--- src/rv_core_pkg.sv ---
package rv_core_pkg;

    // register file and datapath width of the RV32 core
    localparam int DATA_BITS = 32;

    // physical register file has 64 entries
    localparam int PHYS_TAG_BITS = 6;

    // number of unresolved branches the core can track at once
    localparam int BRANCH_DEPTH = 4;

    typedef logic [DATA_BITS-1:0]     data_t;
    typedef logic [PHYS_TAG_BITS-1:0] phys_reg_t;

    // one bit per in-flight branch the instruction depends on
    typedef logic [BRANCH_DEPTH-1:0] branch_mask_t;

    // M extension multiply functions, RV32 only
    typedef enum logic [1:0] {
        MUL    = 2'd0, // low word, sign does not matter
        MULH   = 2'd1, // high word, signed x signed
        MULHSU = 2'd2, // high word, signed x unsigned
        MULHU  = 2'd3  // high word, unsigned x unsigned
    } mult_func_t;

    // packet handed over by the issue stage
    typedef struct packed {
        data_t        source_1;
        data_t        source_2;
        mult_func_t   func;
        phys_reg_t    dest_tag;
        branch_mask_t branch_mask;
    } mult_issue_t;

    // result broadcast on the common data bus
    typedef struct packed {
        data_t        result;
        phys_reg_t    dest_tag;
        branch_mask_t branch_mask;
    } cdb_packet_t;

    // an instruction dies when it depends on any mispredicted branch
    function automatic logic branch_killed(
        input branch_mask_t mask,
        input branch_mask_t squash
    );
        return |(mask & squash);
    endfunction

    // correctly predicted branches drop out of every dependent mask
    function automatic branch_mask_t branch_cleared(
        input branch_mask_t mask,
        input branch_mask_t clear
    );
        return mask & ~clear;
    endfunction

endpackage

--- src/mult_pkg.sv ---
package mult_pkg;

    // the full product of two 32-bit operands
    localparam int PRODUCT_BITS = 2 * rv_core_pkg::DATA_BITS;

    // number of pipeline stages between issue and the CDB
    localparam int MULT_STAGES = 4;

    // each stage consumes this many multiplier bits
    localparam int SLICE_BITS = PRODUCT_BITS / MULT_STAGES;

    typedef logic [PRODUCT_BITS-1:0] product_t;
    typedef logic [SLICE_BITS-1:0]   slice_t;

    // packet that moves from stage to stage
    // the multiplier shifts right and the multiplicand shifts left by one
    // slice per stage, so every stage always works on the low slice
    typedef struct packed {
        product_t                  partial_sum;  // running sum of the slices so far
        product_t                  multiplier;   // bits not yet consumed
        product_t                  multiplicand; // aligned to the next slice
        rv_core_pkg::mult_func_t   func;
        rv_core_pkg::phys_reg_t    dest_tag;
        rv_core_pkg::branch_mask_t branch_mask;
    } mult_work_t;

endpackage

--- src/mult_stage.sv ---
`timescale 1ns/1ns

module mult_stage (
    input  logic                      clock,
    input  logic                      reset,
    input  logic                      in_valid,
    output logic                      in_ready,
    input  mult_pkg::mult_work_t      in_work,
    output logic                      out_valid,
    input  logic                      out_ready,
    output mult_pkg::mult_work_t      out_work,
    input  rv_core_pkg::branch_mask_t squash_mask,
    input  rv_core_pkg::branch_mask_t clear_mask
);
    import rv_core_pkg::*;
    import mult_pkg::*;

    logic       valid_q;
    mult_work_t work_q;
    mult_work_t next_work;
    slice_t     slice;
    logic       in_killed;
    logic       held_killed;

    assign in_killed   = branch_killed(in_work.branch_mask, squash_mask);
    assign held_killed = branch_killed(work_q.branch_mask, squash_mask);

    // a stage can take a new packet when it is empty or its packet moves on this cycle
    assign in_ready = !valid_q || out_ready;

    // a squash withdraws the held packet right away, not at the next edge
    assign out_valid = valid_q && !held_killed;
    assign out_work  = work_q;

    // add one slice of partial product and move both operands to the next slice
    always_comb begin
        slice                  = in_work.multiplier[SLICE_BITS-1:0];
        next_work              = in_work;
        next_work.partial_sum  = in_work.partial_sum + product_t'(slice) * in_work.multiplicand;
        next_work.multiplier   = in_work.multiplier >> SLICE_BITS;
        next_work.multiplicand = in_work.multiplicand << SLICE_BITS;
        next_work.branch_mask  = branch_cleared(in_work.branch_mask, clear_mask);
    end

    always_ff @(posedge clock) begin
        if (reset) begin
            valid_q <= 1'b0;
        end else if (in_ready) begin
            valid_q <= in_valid && !in_killed; // killed packets are taken but thrown away
        end else if (held_killed) begin
            valid_q <= 1'b0;
        end
    end

    always_ff @(posedge clock) begin
        if (in_ready && in_valid) begin
            work_q <= next_work;
        end else begin
            // resolved branches keep dropping out while the packet waits
            work_q.branch_mask <= branch_cleared(work_q.branch_mask, clear_mask);
        end
    end

    // a stalled packet keeps its payload, and its mask only loses cleared bits
    assert property (@(posedge clock) disable iff (reset)
        (valid_q && !out_ready && !held_killed) |=>
            $stable(work_q.partial_sum) &&
            $stable(work_q.multiplier) &&
            $stable(work_q.multiplicand) &&
            $stable(work_q.func) &&
            $stable(work_q.dest_tag) &&
            (work_q.branch_mask ==
                $past(branch_cleared(work_q.branch_mask, clear_mask))));

    assert property (@(posedge clock) !reset |-> !$isunknown(valid_q));

endmodule

--- src/mult_unit.sv ---
`timescale 1ns/1ns

module mult_unit (
    input  logic                      clock,
    input  logic                      reset,
    input  logic                      issue_valid,
    output logic                      issue_ready,
    input  rv_core_pkg::mult_issue_t  issue,
    output logic                      cdb_valid,
    input  logic                      cdb_ready,
    output rv_core_pkg::cdb_packet_t  cdb,
    input  rv_core_pkg::branch_mask_t squash_mask,
    input  rv_core_pkg::branch_mask_t clear_mask
);
    import rv_core_pkg::*;
    import mult_pkg::*;

    // entry i is the input of stage i, entry MULT_STAGES is the output of the last stage
    logic [MULT_STAGES:0] chain_valid;
    logic [MULT_STAGES:0] chain_ready;
    mult_work_t           chain_work [0:MULT_STAGES];

    mult_work_t issue_work;
    mult_work_t final_work;
    data_t      result_word;
    logic       issue_seen;

    // operand preparation
    // source_1 becomes the multiplicand and source_2 the multiplier
    always_comb begin
        issue_work.partial_sum = '0;
        issue_work.func        = issue.func;
        issue_work.dest_tag    = issue.dest_tag;
        issue_work.branch_mask = issue.branch_mask;

        case (issue.func)
            MUL, MULH, MULHSU: begin
                issue_work.multiplicand = {{DATA_BITS{issue.source_1[DATA_BITS-1]}},
                                           issue.source_1};
            end
            default: begin
                issue_work.multiplicand = {{DATA_BITS{1'b0}}, issue.source_1};
            end
        endcase

        case (issue.func)
            MUL, MULH: begin
                issue_work.multiplier = {{DATA_BITS{issue.source_2[DATA_BITS-1]}},
                                         issue.source_2};
            end
            default: begin
                issue_work.multiplier = {{DATA_BITS{1'b0}}, issue.source_2};
            end
        endcase
    end

    assign chain_valid[0] = issue_valid;
    assign chain_work[0]  = issue_work;
    assign issue_ready    = chain_ready[0];

    // the ready path runs combinationally from the CDB back to the issue port
    assign chain_ready[MULT_STAGES] = cdb_ready;

    for (genvar i = 0; i < MULT_STAGES; i++) begin : stage_g
        mult_stage stage_i (
            .clock       (clock),
            .reset       (reset),
            .in_valid    (chain_valid[i]),
            .in_ready    (chain_ready[i]),
            .in_work     (chain_work[i]),
            .out_valid   (chain_valid[i+1]),
            .out_ready   (chain_ready[i+1]),
            .out_work    (chain_work[i+1]),
            .squash_mask (squash_mask),
            .clear_mask  (clear_mask)
        );
    end

    assign final_work = chain_work[MULT_STAGES];

    // MUL returns the low word, every MULH variant the high word
    always_comb begin
        if (final_work.func == MUL) begin
            result_word = final_work.partial_sum[DATA_BITS-1:0];
        end else begin
            result_word = final_work.partial_sum[PRODUCT_BITS-1:DATA_BITS];
        end
    end

    assign cdb_valid       = chain_valid[MULT_STAGES]; // already gated by squash in the last stage
    assign cdb.result      = result_word;
    assign cdb.dest_tag    = final_work.dest_tag;
    assign cdb.branch_mask = branch_cleared(final_work.branch_mask, clear_mask);

    // remembers that at least one packet has entered the pipeline since reset
    always_ff @(posedge clock) begin
        if (reset) begin
            issue_seen <= 1'b0;
        end else if (issue_valid && issue_ready) begin
            issue_seen <= 1'b1;
        end
    end

    // nothing can come out of the last stage unless the issue port took a packet before
    assert property (@(posedge clock) disable iff (reset)
        $rose(cdb_valid) |-> issue_seen);

endmodule

--- config.mk ---
export PLATFORM = sky130hd
export DESIGN_NAME = mult_unit
export DESIGN_NICKNAME = d
export VERILOG_FILES = /design/src/rv_core_pkg.sv /design/src/mult_pkg.sv /design/src/mult_stage.sv /design/src/mult_unit.sv
export SDC_FILE = /design/constraint.sdc
export NUM_CORES = 2
export LEC_CHECK = 0
export BUFFER_PORTS_ARGS = -buffer_cell sky130_fd_sc_hd__buf_4
export CAP_MARGIN = 20
export CORE_ASPECT_RATIO = 0.9
export CORE_MARGIN = 8
export CORE_UTILIZATION = 40
export DETAILED_ROUTE_END_ITERATION = 6
export GPL_ROUTABILITY_DRIVEN = 1
export PLACE_DENSITY_LB_ADDON = 0.25
export SETUP_SLACK_MARGIN = 0.15
export SYNTH_ARGS = -nofsm -noshare
export SYNTH_HDL_FRONTEND = slang
export SYNTH_SLANG_ARGS = --single-unit
--- constraint.sdc ---
create_clock -name clock -period 7.7 [get_ports clock]
set_input_delay 0.385 -clock clock [delete_from_list [all_inputs] [get_ports clock]]
set_output_delay 0.385 -clock clock [all_outputs]
set_load 0.1 [all_outputs]
==> run summary <==
ys flop type: edfxtp_1
final hold violations: 0
CTS tree: done
RSZ-0062 raised after global routing: yes
Die Y: 383 microns
CP Capture Type: flop
io pins: 132
CP Max Fanout: 5
# setup viols final: 28
Mean Syn Cell Area: 10.2 sq um
slew margin rel.: 36.0%
Syn Nets: 7,514
Num CTS Buffers: 46
failing checks: negative setup slack
core area: 149,000 sq um
DRT iter0 DRCs: 2,948
Global Route Usage Sum: 21.1%
GP Congestion: 0.891
vias: 43,300
worst slew pin tran: 0.960 ns
Initial Utilization: 40.4%
share of layout cells above drive strength 1: 20.1%
sequential cell area fraction in the yosys report: 20.1%
max layer used: met5
max-slew violations: 0
most common cell after layout, fill and taps aside: inv_1
CP max stage delay: 0.55 ns
H-tree depth: 2
max frequency: 119 MHz
post-DP HPWL: 141,000 microns
Yosys cell types: 81
skew final: 0.0199 ns
Cell Area, Synth: 60,000 sq um
Gate Count Post-Synth: 5,884
number of flops mapped to enable cells by yosys: 388
status: finished, violations left
slowest CP cell: fa_1
Via density: 4.98
Yosys Warn Count: 0
grt total ovfl: 0
period utilisation layout: 109%
Worst-Skew Late Latency: 0.62 ns
Bufs on Longest Clock Path: 3
met2 wire len: 77,700 microns
Area Growth Syn to Fin: 21.2%
vias in the first global route: 46,800
Finished Core Util: 48.9%
largest net degree at the start of global routing: 66
Tmin final: 8.37 ns
Most Frequent Cell on Critical Path: fa_1
number of max-cap violations: 0
most frequent cells in the layout: 1,207 x inv_1, 1,196 x fa_1, 862 x nand2_1
initial antenna violation count: 18
HP Class: input pin to flop
Pre-Repair DR Iteration Count: 5
layout net count: 8,303
dpl ws: -0.746 ns
WS Path Type: flop to flop
area of the die: 163,000 sq um
clock root buffer: clkbuf_16
first-pass GRT wire length: 269,000 microns
Rows: 134
ys async rst share: 0%
Critical Path Start Type: flop
antenna violation net count after detailed routing: 0
DRC: 0
WP data required: 8.15 ns
Fillers: 13,700
Worst Path Arrival: 8.82 ns
met1 WL: 75,700 microns
Die W: 424 microns
Worst-path clk slew: 0.07 ns
clock net sink count: 408
Met3 Wirelength: 11,500 microns
WL final: 171,000 microns
setup ws final: -0.673 ns
post-synthesis register bit count: 408
Port-buffer cells: 131
WL/cell: 19.6 microns
## state kept, by name, summed over array words and instances, names as in the netlist
name                      flops
stage_g.stage_i.out_work    404
stage_g.stage_i.valid_q       4
## cell type report
class                      count  area [sq um]  area share (%)
antenna                        6          15.0          0.0207
clock buffer                  54          1230            1.69
clock inverter                31           353           0.486
inverter                    1241          4670            6.43
multi-input combinational   4039         44200            60.9
sequential                   408         12100            16.6
tap                         1972          2470            3.40
timing repair buffer         937          7660            10.5
## critical path, delay by kind of cell, from the launching register on
kind            cells  cell delay (ns)
buf+inv             5             0.36
simple gates       10             1.72
flops               1             0.41
xor+xnor            1             0.11
fa+ha+maj           8             3.59
compound gates     11             1.99
## final timing paths
check                                                               start                                          to  slack, ns  cells after the start
worst max-delay path            stage_g[0].stage_i.out_work[33]$_DFFE_PP_  stage_g[1].stage_i.out_work[200]$_DFFE_PP_      -0.67                     35
worst min-delay path                                            issue[30]   stage_g[0].stage_i.out_work[78]$_DFFE_PP_       0.02                      1
worst max register to register  stage_g[0].stage_i.out_work[33]$_DFFE_PP_  stage_g[1].stage_i.out_work[200]$_DFFE_PP_      -0.67                     35
worst min register to register   stage_g[0].stage_i.out_work[4]$_DFFE_PP_    stage_g[1].stage_i.out_work[4]$_DFFE_PP_       0.41                      0
## cells by family (layout without fill, tap and decap cells)
logic type	Yosys count	count (layout)	synth area share, %
AO/OA/AOI/OAI	642	642	7.08
AND/OR/NAND/NOR	1587	1587	12.3
flip-flops	408	408	20.1
other	0	6	0
XOR/XNOR	234	234	3.42
multiplexers	34	34	0.634
buffers and inverters	1437	2263	9.03
adder cells (fa/ha/maj)	1542	1542	47.4
## cells in the mapped netlist, types with 9 or more instances
library cell / count / area [sq um]
inv_1: 1241 / 4660
fa_1: 1219 / 24400
nand2_1: 875 / 3280
edfxtp_1: 388 / 11700
and2_1: 370 / 2310
ha_1: 323 / 4040
a21oi_1: 210 / 1050
clkbuf_1: 190 / 713
xnor2_1: 175 / 1530
nor2_1: 135 / 507
a21o_1: 123 / 923
o21ai_0: 95 / 475
xor2_1: 59 / 517
o21a_1: 37 / 278
nand2b_1: 35 / 219
mux2_2: 32 / 360
nor2b_1: 31 / 194
nor3_1: 28 / 140
o21bai_1: 27 / 203
and3_1: 26 / 163
nand3_1: 26 / 130
a31oi_1: 22 / 138
dfxtp_1: 20 / 400
nand4_1: 19 / 119
o21ai_1: 15 / 75.1
a211oi_1: 11 / 82.6
or3_1: 9 / 56.3
## through the flow
step / instance area, sq um / hold slack [ns] / TNS (ns) / std cells
after floorplan: 60200 / 0.400 / -1.26 / 5884
final: 72700 / 0.0229 / -9.43 / 8688
after global routing: 72700 / 0.0104 / -19.54 / 8683
after global placement: 68000 / 0.401 / -12.38 / 8460
after detailed placement: 68000 / 0.405 / -14.05 / 8460
after CTS: 71500 / 0.00376 / -7.80 / 8641
## what timing repair did
action | CTS | global route
buffers inserted | 71 | 39
setup endpoints to repair | 44 | 47
pin swaps | 168 | 169
hold buffers | 24 | 0
gates cloned | 1 | 2
endpoints found under the hold margin | 39 | 0
gates resized for setup | 265 | 179
## per-layer routing
metal | track usage (%) | vias to the layer above
li1 | - | 19700
met1 | 29.8 | 22000
met2 | 33.5 | 1339
met3 | 3.47 | 282
met4 | 6.41 | 10
met5 | 0 | -
Power is not shown: default switching activity piles up to over one toggle a cycle in this logic, so the estimate is an artifact.
